File: src/verilog/ql_bus_pkg.sv
/*
  shared types and constants for the QL system bus glue
  widths are fixed by the QL memory map and have no module parameters
  struct fields are declared msb first
*/
package ql_bus_pkg;

	// ----------------------------------------
	// widths
	// ----------------------------------------
	localparam int cpu_addr_w   = 20;	// 68008 style 1 MB space
	localparam int sdram_addr_w = 25;	// sdram word address
	localparam int video_addr_w = 19;	// zx8301 fetch word address
	localparam int data_w       = 16;
	localparam int reset_cnt_w  = 12;

	// number of clk2 cycles the cpu is held in reset
	localparam logic [reset_cnt_w-1:0] reset_hold = 12'd4095;

	// ----------------------------------------
	// memory map, compared against the upper address bits
	// ----------------------------------------
	localparam logic [3:0] rom_page   = 4'h0;	// addr[19:16], 64k rom at $00000
	localparam logic [5:0] io_page    = 6'h06;	// addr[19:14], io at $18000-$1bfff
	localparam logic [2:0] bram_page  = 3'b001;	// addr[19:17], 128k ram at $20000
	localparam logic [1:0] xram_lo    = 2'b01;	// addr[19:18], extended ram $40000
	localparam logic [1:0] xram_hi    = 2'b10;	// addr[19:18], up to $bffff
	localparam logic [5:0] qimi_page  = 6'h3f;	// addr[13:8], mouse at $1bfxx
	localparam logic [2:0] zx8301_reg = 3'b111;	// {addr6, addr5, addr1}

	localparam logic [15:0] qlsd_reg_addr = 16'hfee4;	// only readable ql-sd register
	localparam logic [data_w-1:0] open_bus = 16'hffff;

	// ----------------------------------------
	// enums
	// ----------------------------------------
	// encoding matches the tg68 busstate output
	typedef enum logic [1:0] {
		bus_fetch = 2'b00,
		bus_idle  = 2'b01,
		bus_read  = 2'b10,
		bus_write = 2'b11
	} bus_state_e;

	typedef enum logic [4:0] {
		dl_rom     = 5'd0,
		dl_mdv1    = 5'd1,
		dl_mdv2    = 5'd2,
		dl_ext_rom = 5'd3
	} dl_index_e;

	// ----------------------------------------
	// bus structs
	// ----------------------------------------
	typedef struct packed {
		logic [cpu_addr_w-1:0] addr;
		logic [data_w-1:0]     dout;
		logic                  uds;	// active high strobes
		logic                  lds;
		bus_state_e            state;
		logic                  rw_n;
	} cpu_bus_t;

	typedef struct packed {
		logic                    download;
		dl_index_e               index;
		logic [sdram_addr_w-1:0] addr;
		logic [data_w-1:0]       data;
		logic                    write;
	} dio_t;

	// requesters sharing the video slot, only one drive reads at a time
	typedef struct packed {
		logic [video_addr_w-1:0] video_addr;
		logic                    video_rd;
		logic                    mdv1_read;
		logic                    mdv2_read;
		logic                    mdv_seldrive;	// 1 selects mdv2
		logic [sdram_addr_w-1:0] mdv1_addr;
		logic [sdram_addr_w-1:0] mdv2_addr;
	} video_req_t;

	typedef struct packed {
		logic [sdram_addr_w-1:0] addr;
		logic [data_w-1:0]       din;
		logic                    wr;
		logic                    oe;
		logic                    uds;
		logic                    lds;
	} sdram_req_t;

	typedef struct packed {
		logic io;
		logic rom;
		logic ram;
		logic mem;	// rom or ram, anything backed by sdram
		logic act;	// read or write in progress
		logic wr;	// data write
	} region_t;

	typedef struct packed {
		logic zx8301_sel;
		logic zx8302_sel;
		logic qimi_sel;
		logic qlsd_rd;
	} periph_sel_t;

	typedef struct packed {
		logic [7:0]        qimi_data;
		logic [data_w-1:0] zx8302_dout;
		logic [7:0]        qlsd_dout;
	} periph_rd_t;

endpackage

File: src/verilog/ql_addr_decode.sv
/*
  cpu address decoder for the QL memory map
  purely combinational, regions only assert while the bus is active
  extended ram at $40000-$bffff needs ram_640k
*/
module ql_addr_decode
	import ql_bus_pkg::*;
(
	input  cpu_bus_t    cpu,
	input  logic        ram_640k,
	input  logic        video_cycle,
	output region_t     region,
	output periph_sel_t sel
);

	logic act;
	logic wr;
	logic bram;
	logic xram;
	logic cpu_cycle;

	assign cpu_cycle = !video_cycle;

	// ----------------------------------------
	// bus activity
	// ----------------------------------------
	assign act = (cpu.state != bus_idle);	// fetch, read or write
	assign wr  = (cpu.state == bus_write) && !cpu.rw_n;

	// ----------------------------------------
	// memory regions
	// ----------------------------------------
	assign bram = (cpu.addr[19:17] == bram_page);
	assign xram = ram_640k &&
		(cpu.addr[19:18] == xram_lo || cpu.addr[19:18] == xram_hi);

	always_comb begin
		region.act = act;
		region.wr  = wr;
		region.rom = act && (cpu.addr[19:16] == rom_page);
		region.io  = act && (cpu.addr[19:14] == io_page);
		region.ram = act && (bram || xram);
		region.mem = region.rom || region.ram;	// anything served by sdram
	end

	// ----------------------------------------
	// peripheral selects
	// ----------------------------------------
	always_comb begin
		// ql-sd sits inside the rom window
		sel.qlsd_rd = region.rom && (cpu.addr[15:0] == qlsd_reg_addr);

		// zx8302 owns the lower half of each io page
		sel.zx8302_sel = cpu_cycle && region.io && !cpu.addr[6];

		// single write-only zx8301 register at $18063
		sel.zx8301_sel = cpu_cycle && region.io && wr && cpu.lds &&
			({cpu.addr[6], cpu.addr[5], cpu.addr[1]} == zx8301_reg);

		sel.qimi_sel = region.io && (cpu.addr[13:8] == qimi_page);	// no slot term
	end

endmodule

File: src/verilog/ql_bus_glue.sv
/*
  QL system bus glue top level
  cpu, video, peripherals and sdram controller sit outside and connect
  through the struct ports, everything runs on clk2
*/
module ql_bus_glue
	import ql_bus_pkg::*;
(
	input  logic              clk2,
	input  logic              rst_n,
	input  logic              ext_reset,
	input  logic              ram_640k,	// enables extended ram
	input  cpu_bus_t          cpu,
	input  dio_t              dio,
	input  video_req_t        vreq,
	input  periph_rd_t        periph,
	input  logic [data_w-1:0] sdram_dout,
	output sdram_req_t        sdram_req,
	output logic [data_w-1:0] cpu_din,
	output logic              cpu_enable,
	output logic              sys_reset,
	output logic              video_cycle,
	output periph_sel_t       sel
);

	region_t region;	// decode result shared by arbiter and read mux

	// ----------------------------------------
	// reset
	// ----------------------------------------
	ql_reset_gen u_reset_gen (
		.clk2      (clk2),
		.rst_n     (rst_n),
		.ext_reset (ext_reset),
		.dio       (dio),
		.sys_reset (sys_reset)
	);

	// ----------------------------------------
	// decode and slots
	// ----------------------------------------
	ql_addr_decode u_addr_decode (
		.cpu         (cpu),
		.ram_640k    (ram_640k),
		.video_cycle (video_cycle),
		.region      (region),
		.sel         (sel)
	);

	ql_slot_arbiter u_slot_arbiter (
		.clk2        (clk2),
		.rst_n       (rst_n),
		.cpu         (cpu),
		.dio         (dio),
		.vreq        (vreq),
		.region      (region),
		.sdram_req   (sdram_req),
		.cpu_enable  (cpu_enable),
		.video_cycle (video_cycle)
	);

	// read data back to the cpu
	ql_read_mux u_read_mux (
		.region     (region),
		.sel        (sel),
		.addr6      (cpu.addr[6]),
		.periph     (periph),
		.sdram_dout (sdram_dout),
		.cpu_din    (cpu_din)
	);

endmodule

File: src/verilog/ql_read_mux.sv
/*
  cpu read data multiplexer
  byte wide sources are duplicated into both halves of the word
  unmapped addresses read as the open bus value
*/
module ql_read_mux
	import ql_bus_pkg::*;
(
	input  region_t           region,
	input  periph_sel_t       sel,
	input  logic              addr6,
	input  periph_rd_t        periph,
	input  logic [data_w-1:0] sdram_dout,
	output logic [data_w-1:0] cpu_din
);

	logic [data_w-1:0] io_dout;

	// io space, mouse first then zx8302 lower half
	always_comb begin
		if (sel.qimi_sel) begin
			io_dout = {periph.qimi_data, periph.qimi_data};
		end else if (!addr6) begin
			io_dout = periph.zx8302_dout;
		end else begin
			io_dout = '0;	// upper half of io page reads zero
		end
	end

	// ql-sd overlays the rom window so it must win over sdram
	always_comb begin
		if (sel.qlsd_rd) begin
			cpu_din = {periph.qlsd_dout, periph.qlsd_dout};
		end else if (region.mem) begin
			cpu_din = sdram_dout;
		end else if (region.io) begin
			cpu_din = io_dout;
		end else begin
			cpu_din = open_bus;
		end
	end

endmodule

File: src/verilog/ql_reset_gen.sv
/*
  system reset stretcher
  any trigger reloads the counter, so sys_reset stays high for the whole
  rom download and falls reset_hold cycles after the last trigger
*/
module ql_reset_gen
	import ql_bus_pkg::*;
(
	input  logic clk2,
	input  logic rst_n,
	input  logic ext_reset,	// button or menu reset
	input  dio_t dio,
	output logic sys_reset
);

	logic [reset_cnt_w-1:0] reset_cnt;
	logic                   rom_download;
	logic                   trigger;

	// only rom images restart the cpu, microdrive images do not
	assign rom_download = dio.download &&
		(dio.index == dl_rom || dio.index == dl_ext_rom);

	assign trigger = ext_reset || rom_download;

	// down counter, reloads on every trigger edge
	always_ff @(posedge clk2) begin
		if (!rst_n) begin
			reset_cnt <= reset_hold;	// board reset is a trigger too
		end else if (trigger) begin
			reset_cnt <= reset_hold;
		end else if (reset_cnt != '0) begin
			reset_cnt <= reset_cnt - 1'b1;
		end
	end

	assign sys_reset = (reset_cnt != '0);

endmodule

File: src/verilog/ql_slot_arbiter.sv
/*
  sdram time slot arbiter
  cpu and video slots alternate every clk2 cycle, no back-pressure
  the cpu is stalled through cpu_enable and repeats its bus state
*/
module ql_slot_arbiter
	import ql_bus_pkg::*;
(
	input  logic       clk2,
	input  logic       rst_n,
	input  cpu_bus_t   cpu,
	input  dio_t       dio,
	input  video_req_t vreq,
	input  region_t    region,
	output sdram_req_t sdram_req,
	output logic       cpu_enable,
	output logic       video_cycle
);

	sdram_req_t cpu_slot_req;
	sdram_req_t video_slot_req;
	logic       cpu_rd;
	logic       mdv_read;

	// ----------------------------------------
	// slot toggle
	// ----------------------------------------
	always_ff @(posedge clk2) begin
		if (!rst_n) begin
			video_cycle <= 1'b0;	// first slot after reset goes to the cpu
		end else begin
			video_cycle <= !video_cycle;
		end
	end

	// cpu runs only in its own slot and never while a download owns it
	assign cpu_enable = (!video_cycle && !dio.download) || (cpu.state == bus_idle);

	assign cpu_rd = (cpu.state == bus_fetch) || (cpu.state == bus_read);

	// ----------------------------------------
	// cpu slot, download has priority over the cpu
	// ----------------------------------------
	always_comb begin
		if (dio.download) begin
			cpu_slot_req.addr = dio.addr;
			cpu_slot_req.din  = dio.data;
			cpu_slot_req.wr   = dio.write;
			cpu_slot_req.oe   = 1'b0;
			cpu_slot_req.uds  = 1'b1;	// full word writes
			cpu_slot_req.lds  = 1'b1;
		end else begin
			cpu_slot_req.addr = sdram_addr_w'(cpu.addr[cpu_addr_w-1:1]);	// word address
			cpu_slot_req.din  = cpu.dout;
			cpu_slot_req.wr   = region.wr && region.ram;	// rom is read only
			cpu_slot_req.oe   = cpu_rd && region.mem;
			cpu_slot_req.uds  = cpu.uds;
			cpu_slot_req.lds  = cpu.lds;
		end
	end

	// ----------------------------------------
	// video slot, microdrive before video fetch
	// ----------------------------------------
	assign mdv_read = vreq.mdv1_read || vreq.mdv2_read;

	always_comb begin
		video_slot_req.din = cpu_slot_req.din;	// don't care, never written
		video_slot_req.wr  = 1'b0;
		video_slot_req.uds = 1'b1;
		video_slot_req.lds = 1'b1;
		if (mdv_read) begin
			video_slot_req.addr = vreq.mdv_seldrive ? vreq.mdv2_addr : vreq.mdv1_addr;
			video_slot_req.oe   = 1'b1;
		end else begin
			video_slot_req.addr = sdram_addr_w'(vreq.video_addr);
			video_slot_req.oe   = vreq.video_rd;
		end
	end

	assign sdram_req = video_cycle ? video_slot_req : cpu_slot_req;

endmodule
File: config.mk
export PLATFORM = sky130hd
export DESIGN_NAME = ql_bus_glue
export DESIGN_NICKNAME = d
export VERILOG_FILES = /design/src/verilog/ql_bus_pkg.sv /design/src/verilog/ql_addr_decode.sv /design/src/verilog/ql_bus_glue.sv /design/src/verilog/ql_read_mux.sv /design/src/verilog/ql_reset_gen.sv /design/src/verilog/ql_slot_arbiter.sv
export SDC_FILE = /design/constraint.sdc
export NUM_CORES = 1
export LEC_CHECK = 0
export BUFFER_PORTS_ARGS = -buffer_cell sky130_fd_sc_hd__buf_2
export CORE_AREA = 2 2 109 111
export DETAILED_ROUTE_END_ITERATION = 16
export DIE_AREA = 0 0 111 113
export SLEW_MARGIN = 30
export SYNTH_ARGS = -nofsm -noshare
export SYNTH_HDL_FRONTEND = slang
export SYNTH_SLANG_ARGS = --single-unit
export TNS_END_PERCENT = 50
File: constraint.sdc
create_clock -name clk2 -period 3.15 [get_ports clk2]
set_input_delay 0 -clock clk2 [delete_from_list [all_inputs] [get_ports clk2]]
set_output_delay 0 -clock clk2 [all_outputs]
set_load 0.01 [all_outputs]
# ---- Word level (Yosys, flattened, before mapping)
# Index checks and enable logic that the tools add are counted.
dict set report classes {
  add_sub_neg 1
  n_eq_ne 12
  muxes 10
  bitwise 1
  n_reduce_logical 33
}
# operator n
set op_table {}
lappend op_table {{two-way mux 45 bit} 2}
lappend op_table {{two-way mux 16 bit} 5}
lappend op_table {{two-way mux 25 bit} 2}
lappend op_table {{equality test 16 bit, second input constant} 1}
lappend op_table {{logical AND 1 bit} 16}
lappend op_table {{nonzero test 12 bit} 1}
lappend op_table {{subtractor 12 x 1 -> 12 bit, second input constant} 1}
lappend op_table {{logical OR 1 bit} 8}
lappend op_table {{equality test 2 bit, second input constant} 3}
lappend op_table {{equality test 6 x 3 -> 1 bit, second input constant} 1}
lappend op_table {{equality test 6 bit, second input constant} 1}
lappend op_table {{equality test 5 x 2 -> 1 bit, second input constant} 1}
lappend op_table {{logical NOT 5 bit} 1}
lappend op_table {{equality test 2 x 1 -> 1 bit, second input constant} 2}
lappend op_table {{logical NOT 1 bit} 4}
lappend op_table {{logical NOT 4 bit} 1}
lappend op_table {{equality test 3 x 1 -> 1 bit, second input constant} 1}
lappend op_table {{equality test 3 bit, second input constant} 1}
lappend op_table {{logical NOT 2 bit} 1}
lappend op_table {{!= test 2 x 1 -> 1 bit, second input constant} 1}
lappend op_table {{OR reduction 2 bit} 1}
lappend op_table {{two-way mux 1 bit} 1}
lappend op_table {{NOT 1 bit} 1}
dict set report totals {
  regBits 13
  in_bits 214
  word_cells 59
}

# ---- Logic depth before layout (Yosys ltp)
# Gate-level depths: netlist of the first run.
dict set report logic_depth {
  ltp_word 9
  mapped_depth 8
  mapped_depth_nobuf 7
}

# ---- Cells and area by module
# A second synthesis of the first run with hierarchy kept.
dict set report hier_totals {
  cells_unflattened 331
  hier_area_um2 2640.0
}
# mod n_inst cells_per_inst area_per_inst_um2
set by_module_without_submodules {}
lappend by_module_without_submodules {ql_slot_arbiter 1 163 1199.9}
lappend by_module_without_submodules {ql_reset_gen 1 71 659.4}
lappend by_module_without_submodules {ql_read_mux 1 66 575.6}
lappend by_module_without_submodules {ql_addr_decode 1 31 205.2}

# ---- Worst setup path before layout of the first run
# Ideal clock, no wire load.
dict set report synth_path {
  path_kind {reg-to-reg}
  start {register u_reset_gen.reset_cnt[0]}
  end {register u_reset_gen.reset_cnt[3]}
  setup_ps 129
  arrival_ps 1583
  required_ps 3021
  path_slack_ps 1438
  path_stages_with_launch 9
  n_path_buf 1
  period_less_slack_ps 1712
  cell_sequence {dfxtp_1 inv_1 ha_1 nor4b_1 nand3_1 clkbuf_1 nand3b_1 xor2_1 nand2_1}
}
dict set report synth_between {
  elab_chain_cells 1
  elab_cells_between_ends 2
  classes_between {1 x add/sub; 1 x reduce/logical}
}
# item line
set synth_lines {}
lappend synth_lines {{start, declared} ql_reset_gen.sv:16} ;# logic [reset_cnt_w-1:0] reset_cnt;
lappend synth_lines {{start signal, assigned} ql_reset_gen.sv:29} ;# reset_cnt <= reset_hold;
lappend synth_lines {{start signal, assigned} ql_reset_gen.sv:31} ;# reset_cnt <= reset_hold;
lappend synth_lines {{start signal, assigned} ql_reset_gen.sv:33} ;# reset_cnt <= reset_cnt - 1'b1;
lappend synth_lines {{nonzero test 12 bit} n/a}
lappend synth_lines {{via sys_reset} ql_bus_glue.sv:21} ;# output logic sys_reset,
# The timed path passes the listed nets, and every way through them passes these cells.
# A chain may end at the register's enable or synchronous reset.

# ---- Final worst setup path of the first run
dict set report layout_path {
  start {input port cpu[40] in the netlist's numbering}
  end {output port cpu_din[5]}
}
dict set report layout_between {
  elab_chain_cells 8
  elab_cells_between_ends 18
  classes_between {4 x eq/ne; 4 x mux; 10 x reduce/logical}
}
# item line
set layout_lines {}
lappend layout_lines {{start, declared} ql_bus_glue.sv:13} ;# input cpu_bus_t cpu,
lappend layout_lines {{branches (longest 7 deep; another with two-way mux 16 bit)} n/a}
lappend layout_lines {{two-way mux 16 bit (*)} ql_read_mux.sv:32} ;# if (sel.qlsd_rd) begin
lappend layout_lines {{end, declared} ql_bus_glue.sv:19} ;# output logic [data_w-1:0] cpu_din,
# Every way passes the cells marked *.

==> impl_metrics.env, run 1 <==
export IMPL_status="complete, no violations"
export IMPL_max_slew_worst_pin_slew_ps=906
export IMPL_cts_sinks=13
export IMPL_ys_types=45
export IMPL_syn_num_nets=545
export IMPL_fmax_mhz=472
export IMPL_cts_resized=0
export IMPL_r2r_worst_path_cells=7
export IMPL_most_used_standard_cells_in_the_synthesized_netlist="sky130_fd_sc_hd__nand2_1, sky130_fd_sc_hd__mux2i_1, sky130_fd_sc_hd__nor2_1"
export IMPL_post_route_cells_drive_above_1_share_pct=52.7
export IMPL_yosys_area_top_type_share_pct=18.9
export IMPL_area_growth_synth_to_final_pct=68.3
export IMPL_timing_worst_setup_path_type="in -> out"
export IMPL_avg_inst_size_synth_um2=7.27
export IMPL_yosys_warnings=0
export IMPL_std_cell_rows=39
export IMPL_layout_min_cycle_time_ps=2120
export IMPL_die_y_um=113
export IMPL_first_global_vias=3541
export IMPL_syn_instance_count=328
export IMPL_post_synth_main_area_contributors="sky130_fd_sc_hd__mux2i_1, sky130_fd_sc_hd__dfxtp_1, sky130_fd_sc_hd__nand2_1"
export IMPL_leakage_nw=2.09
export IMPL_critPathSlowestCell="sky130_fd_sc_hd__nor2_1"
export IMPL_drt_total_wl_um=11800
export IMPL_yosysTopAreaCell="sky130_fd_sc_hd__mux2i_1"
export IMPL_postSynthRegisterBits=13
export IMPL_worst_skew_pair_late_latency_ps=240
export IMPL_cts_root_buf="sky130_fd_sc_hd__clkbuf_16"
export IMPL_first_iter_violations=166
export IMPL_drv_slew=0
export IMPL_critPathCapture="cpu_din[5]"
export IMPL_die_w_um=111
export IMPL_synth_most_common_cell="sky130_fd_sc_hd__nand2_1"
export IMPL_timing_setup_tns_ps=0
export IMPL_routabilityCongestion=0.907
export IMPL_cts_buffer_count=3
export IMPL_maximum_number_of_pins_on_one_net_before_global_route_repair=33
export IMPL_antenna_violating_nets_post_route=0
export IMPL_syn_area_um2=2380
export IMPL_initial_core_util_pct=21.1
export IMPL_grt_antenna_before_repair=0
export IMPL_synth_seq_area_share_pct=10.9
export IMPL_nets=814
export IMPL_vdd_drop_max_v=0.000151
export IMPL_grt_util_all_layers_pct=17.5
export IMPL_total_number_of_h_tree_levels=1
export IMPL_detailedRoute_firstPassIterationCount=5
export IMPL_crit_path_start="cpu[40]"
export IMPL_worstReg2RegEnd="u_reset_gen.reset_cnt[5]"
export IMPL_fin_crit_sh_pct=67.2
export IMPL_cts_tree="built"
export IMPL_core_region_area_um2=11300
export IMPL_report_final_hold_viol_count=0
export IMPL_critPathCaptureType="primary output"
export IMPL_ff_latch_area_um2=260
export IMPL_timing_critical_path_arrival_ps=2120
export IMPL_clk_pin_slew_worst_paths_ps=40
export IMPL_vias=3584
export IMPL_clockBufferDepth=2
export IMPL_critical_path_most_common_cell="sky130_fd_sc_hd__buf_2"
export IMPL_slew_limit_headroom_pct=39.3
export IMPL_power_per_cell_area_nw_per_um2=219
export IMPL_critPathMaxStageDelay_ps=640
export IMPL_worst_endpoint_required_ps=3150
export IMPL_grt_remaining_overflow=0
export IMPL_global_route_wire_length_before_repair_um=18000
export IMPL_rr_startpoint="u_reset_gen.reset_cnt[0]"
export IMPL_grt_setup_unrepaired="no"
export IMPL_fillers=1218
export IMPL_top_level_ports=282
export IMPL_count_of_flip_flops_with_a_built_in_enable_after_synthesis=0
export IMPL_worst_r2r_setup_slack_ps=1070
export IMPL_drt_vias_per_instance=4.85
export IMPL_cp_cell_sequence="buf_2 > inv_1 > ha_1 > nor2b_1 > nand4_1 > nor2_1 > o21ai_0 > a22o_1 > buf_2"
export IMPL_multi_input_area_um2=2030
export IMPL_wl_per_cell_um=16.0
export IMPL_type_of_element_launching_the_critical_path="input pin"
export IMPL_hp_class="in -> reg"
export IMPL_postSynth_asyncResetShare_pct=0
export IMPL_finalClockSkew_ps=1.62
export IMPL_post_dp_hpwl_um=9810
export IMPL_synth_main_ff_cell="sky130_fd_sc_hd__dfxtp_1"
export IMPL_antenna_cells=0
export IMPL_remaining_drc_errors=0
export IMPL_final_instance_count_excl_fill=739
export IMPL_io_buffer_count=281
export IMPL_die_area_um2=12500
export IMPL_max_cap_viol_count=0
export IMPL_finish_stage_setup_viols=0
export IMPL_crit_path_max_fanout=11
export IMPL_dp_cells=734
==> metrics by stage <==
step                      hold WS, ps  power, mW  util, %  setup slack [ps]  cell area (um^2)
after floorplan                   109      0.390        -              1440              2380
after global placement            226      0.637     34.7              1180              3910
after detailed placement          249      0.645     34.8              1040              3920
after CTS                         237      0.887     35.5              1030              4010
after global routing              270      0.931     35.6               813              4010
final                             227      0.879     35.6              1030              4010
==> state kept, by name, summed over array words and instances (netlist names) <==
name / flops
u_slot_arbiter.video_cycle: 1
u_reset_gen.reset_cnt: 12
==> what timing repair did <==
action | in CTS | in global routing
endpoints found under the hold margin | 1 | 0
setup buffers | 0 | 0
hold buffers | 1 | 0
endpoints found under the setup margin | 0 | 0
==> power by group <==
group          switching [mW]  total [mW]  internal (mW)
sequential            0.00129       0.169          0.167
combinational           0.235       0.472          0.237
clock                  0.0683       0.239          0.171
==> cells by family (layout without fill, tap and decap cells) <==
family	count (synthesis)	in the layout	share of synthesized area, %
adders and majority gates	3	3	1.57
muxes	61	61	26.5
DFF	13	13	10.9
AOI/OAI and AO/OA	74	74	22.9
and+or+nand+nor	142	142	30.3
xor gates and xnor gates	8	8	2.94
buffers and inverters	27	295	4.83
==> layout make-up <==
cell class,instances,area share [%]
Tap cell,143,4.46
Multi-Input combinational cell,288,50.5
Clock buffer,4,1.96
Inverter,4,0.374
Timing Repair Buffer,287,36.2
Sequential cell,13,6.49
==> per-layer routing <==
metal | GRT usage (%) | share of wire (%) | up-vias
met5 | 0 | 0 | -
met4 | 4.17 | 1.4 | 0
met3 | 1.87 | 6.5 | 14
met2 | 32.5 | 51 | 165
met1 | 21.7 | 41 | 1641
li1 | - | - | 1764
==> cell usage in the layout (no fill, tap or decap), types with 2 or more instances in the layout <==
cell type                   instances
sky130_fd_sc_hd__a211oi_1          16
sky130_fd_sc_hd__a21o_1             8
sky130_fd_sc_hd__a22o_1             8
sky130_fd_sc_hd__buf_2            281
sky130_fd_sc_hd__buf_4              5
sky130_fd_sc_hd__clkbuf_16          3
sky130_fd_sc_hd__dfxtp_1           13
sky130_fd_sc_hd__ha_1               3
sky130_fd_sc_hd__inv_1              4
sky130_fd_sc_hd__mux2_2            16
sky130_fd_sc_hd__mux2i_1           45
sky130_fd_sc_hd__nand2_1           53
sky130_fd_sc_hd__nand2b_1          10
sky130_fd_sc_hd__nand3_1           11
sky130_fd_sc_hd__nand3b_1           2
sky130_fd_sc_hd__nand4_1            3
sky130_fd_sc_hd__nand4b_1           2
sky130_fd_sc_hd__nor2_1            31
sky130_fd_sc_hd__nor2b_1            5
sky130_fd_sc_hd__nor3_1             5
sky130_fd_sc_hd__nor3b_2            2
sky130_fd_sc_hd__nor4_1             2
sky130_fd_sc_hd__nor4b_1            2
sky130_fd_sc_hd__o21ai_0           17
sky130_fd_sc_hd__o221ai_1          19
sky130_fd_sc_hd__or3_1              4
sky130_fd_sc_hd__xnor2_1            3
sky130_fd_sc_hd__xor2_1             5
==> critical path: cells and delay by family <==
family,cells,cell delay (ps)
compound gates,2,420
buf+inv,3,300
simple gates,3,1230
fa+ha+maj,1,140
==> how the worst min path moves through the flow <==
stage,start,end,slack [ps],cells past startpoint
global placement,rst_n,u_slot_arbiter.video_cycle,230,2
floorplan,cpu[22],sel[3],110,2
finish,ext_reset,u_reset_gen.reset_cnt[7],230,5
CTS,ext_reset,u_reset_gen.reset_cnt[2],240,5
global route,ext_reset,u_reset_gen.reset_cnt[3],270,5
detailed placement,rst_n,u_slot_arbiter.video_cycle,250,2
(Power assumes the default switching activity.)
==> run 2: changes to the inputs <==
Clock period 3.15 ns to 1.95 ns, I/O delays scaled along.
==> run 2 against run 1 <==
Compared with the run above: the flow now finishes with violations (hold timing); non-clock buffer count rose by 15; clock power rose by 65%; highest routed layer unchanged; register-to-register slack got worse by 820 ps; critical path type unchanged.
==> impl_metrics.env, run 2 (synthesis results as in run 1) <==
export IMPL_status="finished, violations left"
export IMPL_violations="hold timing"
export IMPL_global_route_wire_length_before_repair_um=18200
export IMPL_drt_vias_per_instance=4.87
export IMPL_grt_setup_unrepaired="no"
export IMPL_report_final_hold_viol_count=1
export IMPL_crit_path_start="cpu[39]"
export IMPL_max_slew_worst_pin_slew_ps=750
export IMPL_met3RoutedLength_um=786
export IMPL_grt_remaining_overflow=0
export IMPL_timing_setup_tns_ps=0
export IMPL_cts_root_buf="sky130_fd_sc_hd__clkbuf_16"
export IMPL_critPathCaptureType="primary output"
export IMPL_maximum_number_of_pins_on_one_net_before_global_route_repair=27
export IMPL_largest_reg_flops=12
export IMPL_type_of_element_launching_the_critical_path="input pin"
export IMPL_routabilityCongestion=0.925
export IMPL_std_cell_rows=39
export IMPL_cts_buffer_count=3
export IMPL_fin_crit_sh_pct=89.7
export IMPL_power_per_cell_area_nw_per_um2=350
export IMPL_cts_resized=0
export IMPL_ctsHoldBuffers=0
export IMPL_fin_ws_ps=202
export IMPL_timing_worst_setup_path_type="in -> out"
export IMPL_crit_path_max_fanout=10
export IMPL_top_register_by_number_of_flip_flops="u_reset_gen.reset_cnt"
export IMPL_first_iter_violations=174
export IMPL_nets=829
export IMPL_leakage_nw=2.15
export IMPL_fin_worst_hold_slack_ps=-2.47
export IMPL_die_area_um2=12500
export IMPL_placement_cell_area_um2=4040
export IMPL_core_region_area_um2=11300
export IMPL_rr_startpoint="u_reset_gen.reset_cnt[0]"
export IMPL_worst_endpoint_required_ps=1950
export IMPL_vdd_drop_max_v=0.000227
export IMPL_hp_class="in -> reg"
export IMPL_final_design_area_no_fill_um2=4120
export IMPL_area_growth_synth_to_final_pct=72.7
export IMPL_worst_skew_pair_late_latency_ps=250
export IMPL_vias=3670
export IMPL_total_number_of_h_tree_levels=1
export IMPL_top_level_ports=282
export IMPL_mostFrequentLayoutCell="sky130_fd_sc_hd__buf_2"
export IMPL_slew_limit_headroom_pct=49.8
export IMPL_wl_per_cell_um=15.7
export IMPL_initial_core_util_pct=21.1
export IMPL_top_layer="met4"
export IMPL_placement_setup_worst_slack_ps=205
export IMPL_layout_min_cycle_time_ps=1750
export IMPL_clockBufferDepth=2
export IMPL_drv_slew=0
export IMPL_cts_tree="built"
export IMPL_layout_common_cells="sky130_fd_sc_hd__buf_2, sky130_fd_sc_hd__nand2_1, sky130_fd_sc_hd__mux2i_1"
export IMPL_antenna_violating_nets_post_route=0
export IMPL_timing_critical_path_arrival_ps=1750
export IMPL_die_w_um=111
export IMPL_finalClockSkew_ps=1.04
export IMPL_grt_antenna_before_repair=0
export IMPL_die_y_um=113
export IMPL_first_global_vias=3594
export IMPL_hold_path_startpoint="rst_n"
export IMPL_io_buffer_count=281
export IMPL_detailedRoute_firstPassIterationCount=4
export IMPL_post_dp_hpwl_um=10100
export IMPL_drt_total_wl_um=11800
export IMPL_post_route_cells_drive_above_1_share_pct=54.0
export IMPL_registers_with_the_highest_flip_flop_counts="u_reset_gen.reset_cnt: 12 flops, u_slot_arbiter.video_cycle: 1 flops"
export IMPL_max_cap_viol_count=0
export IMPL_clk_pin_slew_worst_paths_ps=50
export IMPL_finish_stage_setup_viols=0
export IMPL_cts_setup_buffers=0
export IMPL_grt_util_all_layers_pct=17.7
export IMPL_remaining_drc_errors=0
export IMPL_met2RoutedLength_um=6020
export IMPL_wirelength_met1_um=4860
export IMPL_fmax_mhz=572
export IMPL_antenna_cells=0
export IMPL_cts_sinks=13
==> run 2: cell types whose count changed in the layout (fill, tap and decap cells not counted) <==
cell	before	now
sky130_fd_sc_hd__buf_4	5	21
sky130_fd_sc_hd__dlygate4sd3_1	1	0
sky130_fd_sc_hd__nor3_2	0	1
sky130_fd_sc_hd__nor3_4	1	0
==> run 2: area by class of cell <==
| type | count | area, um^2 |
|---|---|---|
| Fill cell | 1227 | 7160 |
| Clock buffer | 4 | 78.8 |
| Sequential cell | 13 | 260 |
| Multi-Input combinational cell | 288 | 2020 |
| Inverter | 4 | 15.0 |
| Tap cell | 143 | 179 |
| Timing Repair Buffer | 302 | 1560 |
==> run 2: report_power, final <==
group          internal (mW)  switching, mW
Combinational          0.393          0.378
Sequential             0.270        0.00412
Clock                  0.276          0.118
Total                  0.939          0.500
==> run 2: stage by stage <==
stage                     std cells  util, %  hold WS (ps)  power, mW
after global routing            754     36.5          33.6       1.53
after floorplan                 328        -           109      0.631
final                           754     36.5         -2.47       1.44
after detailed placement        750     35.8           256       1.05
after CTS                       754     36.5          3.39       1.45
after global placement          750     35.8           230       1.04
==> run 2: layer usage <==
| metal | vias up | track usage, % |
|---|---|---|
| met2 | 175 | 32.5 |
| met3 | 13 | 2.73 |
| li1 | 1789 | - |
| met1 | 1693 | 21.9 |
| met4 | 0 | 3.83 |
| met5 | - | 0 |
==> run 2: path summary, 6_finish.rpt <==
| check | slack, ps | end | depth (start not counted) |
|---|---|---|---|
| max | 200 | cpu_din[0] | 9 |
| min | -2 | u_slot_arbiter.video_cycle | 2 |
| max reg2reg | 250 | u_reset_gen.reset_cnt[5] | 8 |
| min reg2reg | 510 | u_reset_gen.reset_cnt[1] | 2 |
==> run 2: worst max-delay path: stages <==
cell,delay [ps]
sky130_fd_sc_hd__buf_2,100
sky130_fd_sc_hd__inv_1,40
sky130_fd_sc_hd__ha_1,270
sky130_fd_sc_hd__and2_0,160
sky130_fd_sc_hd__or2_2,400
sky130_fd_sc_hd__a211oi_1,290
sky130_fd_sc_hd__o21ai_0,140
sky130_fd_sc_hd__a22o_1,210
sky130_fd_sc_hd__buf_2,130
==> run 3: changes to the inputs <==
Settings changed: PLACE_DENSITY set to 0.51.
==> run 3 against run 2 <==
Compared with the run above: the flow now finishes without violations; clock skew is 1.3 ps higher; flip-flop and latch count stayed put; combinational power is 2% lower; critical path type unchanged; critical endpoint unchanged.
==> impl_metrics.env, run 3 (synthesis results as in run 1) <==
export IMPL_status="complete, no violations"
export IMPL_power_per_cell_area_nw_per_um2=348
export IMPL_rr_startpoint="u_reset_gen.reset_cnt[0]"
export IMPL_clockBufferDepth=2
export IMPL_antenna_cells=0
export IMPL_grt_antenna_before_repair=0
export IMPL_nets=823
export IMPL_first_global_vias=3434
export IMPL_remaining_drc_errors=0
export IMPL_critPathCaptureType="primary output"
export IMPL_grt_util_all_layers_pct=17.1
export IMPL_ff_latch_area_um2=260
export IMPL_die_y_um=113
export IMPL_crit_path_max_fanout=10
export IMPL_drv_slew=0
export IMPL_area_growth_synth_to_final_pct=71.4
export IMPL_slew_limit_headroom_pct=51.0
export IMPL_antenna_violating_nets_post_route=0
export IMPL_largest_reg_flops=12
export IMPL_drt_total_wl_um=11900
export IMPL_fin_crit_sh_pct=91.8
export IMPL_std_cell_rows=39
export IMPL_critical_path_most_common_cell="sky130_fd_sc_hd__buf_2"
export IMPL_total_number_of_h_tree_levels=1
export IMPL_top_level_ports=282
export IMPL_critPathTopFamily="compound AO/OA/AOI/OAI gates"
export IMPL_timing_critical_path_arrival_ps=1790
export IMPL_critPathBufInv=3
export IMPL_detailedRoute_firstPassIterationCount=4
export IMPL_fillers=1237
export IMPL_worst_r2r_setup_slack_ps=220
export IMPL_layout_min_cycle_time_ps=1790
export IMPL_critPathSlowestCell="sky130_fd_sc_hd__or2_2"
export IMPL_hp_class="in -> reg"
export IMPL_layout_core_utilization_pct=36.3
export IMPL_timing_worst_setup_path_type="in -> out"
export IMPL_placement_setup_worst_slack_ps=197
export IMPL_hold_path_startpoint="ext_reset"
export IMPL_fmax_mhz=559
export IMPL_registers_with_the_highest_flip_flop_counts="u_reset_gen.reset_cnt: 12 flops, u_slot_arbiter.video_cycle: 1 flops"
export IMPL_max_slew_worst_pin_slew_ps=735
export IMPL_io_buffer_count=281
export IMPL_first_iter_violations=145
export IMPL_cts_sinks=13
export IMPL_grt_setup_unrepaired="no"
export IMPL_critPathMaxStageDelay_ps=410
export IMPL_vias=3599
export IMPL_cts_buffer_count=3
export IMPL_global_route_wire_length_before_repair_um=17500
export IMPL_post_route_cells_drive_above_1_share_pct=53.4
export IMPL_fin_worst_hold_slack_ps=208
export IMPL_worst_skew_pair_late_latency_ps=240
export IMPL_cts_resized=0
export IMPL_cts_root_buf="sky130_fd_sc_hd__clkbuf_16"
export IMPL_finalClockSkew_ps=2.30
export IMPL_leakage_nw=2.12
export IMPL_drt_vias_per_instance=4.81
export IMPL_finish_stage_setup_viols=0
export IMPL_cp_cell_sequence="buf_2 > inv_1 > ha_1 > and2_0 > or2_2 > a211oi_1 > o21ai_0 > a22o_1 > buf_2"
export IMPL_layout_common_cells="sky130_fd_sc_hd__buf_2, sky130_fd_sc_hd__nand2_1, sky130_fd_sc_hd__mux2i_1"
export IMPL_mostFrequentLayoutCell="sky130_fd_sc_hd__buf_2"
export IMPL_report_final_hold_viol_count=0
export IMPL_type_of_element_launching_the_critical_path="input pin"
export IMPL_max_cap_viol_count=0
export IMPL_post_dp_hpwl_um=9980
export IMPL_core_region_area_um2=11300
export IMPL_die_w_um=111
export IMPL_initial_core_util_pct=21.1
export IMPL_crit_path_start="cpu[39]"
export IMPL_routabilityCongestion=0.874
export IMPL_cts_setup_buffers=0
export IMPL_vdd_drop_max_v=0.000341
export IMPL_maximum_number_of_pins_on_one_net_before_global_route_repair=27
export IMPL_top_register_by_number_of_flip_flops="u_reset_gen.reset_cnt"
export IMPL_multi_input_area_um2=2020
export IMPL_worst_endpoint_required_ps=1950
export IMPL_wl_per_cell_um=15.9
export IMPL_cts_tree="built"
export IMPL_timing_setup_tns_ps=0
export IMPL_clk_pin_slew_worst_paths_ps=50
export IMPL_fin_ws_ps=160
export IMPL_die_area_um2=12500
export IMPL_grt_remaining_overflow=0
-- run 3: metrics by stage --
stage / power [mW] / std cells / instance area [um^2]
2_1_floorplan: 0.631 / 328 / 2380
3_3_place_gp: 1.04 / 743 / 3990
3_5_place_dp: 1.04 / 743 / 4000
4_1_cts: 1.43 / 748 / 4090
5_1_grt: 1.51 / 748 / 4090
6_report: 1.42 / 748 / 4090
-- run 3: final timing paths --
| kind | to | depth (start not counted) |
|---|---|---|
| setup / recovery | cpu_din[0] | 9 |
| hold / removal | u_reset_gen.reset_cnt[9] | 5 |
| hold reg to reg | u_reset_gen.reset_cnt[8] | 2 |
| setup reg to reg | u_reset_gen.reset_cnt[4] | 8 |
-- run 3: repair_timing --
action | 4_1_cts | 5_1_grt
hold buffers | 1 | 0
setup endpoints to repair | 0 | 0
endpoints found under the hold margin | 1 | 0
-- run 3: power by group --
group / internal [mW] / total (mW) / switching (mW) / leakage [nW]
sequential: 0.270 / 0.277 / 0.00714 / 0.106
clock: 0.276 / 0.389 / 0.113 / 0.0382
combinational: 0.389 / 0.756 / 0.366 / 1.98
total: 0.935 / 1.42 / 0.487 / 2.12
-- run 3: final cells by class --
type                    count  area share, %
inverters                   4          0.367
clock buffers               4           1.93
well taps                 143           4.38
flip-flops and latches     13           6.37
repair buffers            296           37.5
multi-input cells         288           49.4
-- run 3: metal layers --
metal / track usage (%) / up-vias / part of all wire (%)
met4: 2.67 / 0 / 1.3
met5: 0 / - / 0
met2: 32.9 / 174 / 53
met1: 20.7 / 1633 / 40
li1: - / 1778 / -
met3: 1.93 / 14 / 6.4
-- run 3: tightest hold or removal path: stages --
cell and delay (ps):
sky130_fd_sc_hd__buf_2 70, sky130_fd_sc_hd__nand2b_1 80, sky130_fd_sc_hd__a21oi_1 40, sky130_fd_sc_hd__buf_4 170, sky130_fd_sc_hd__nand2_1 60
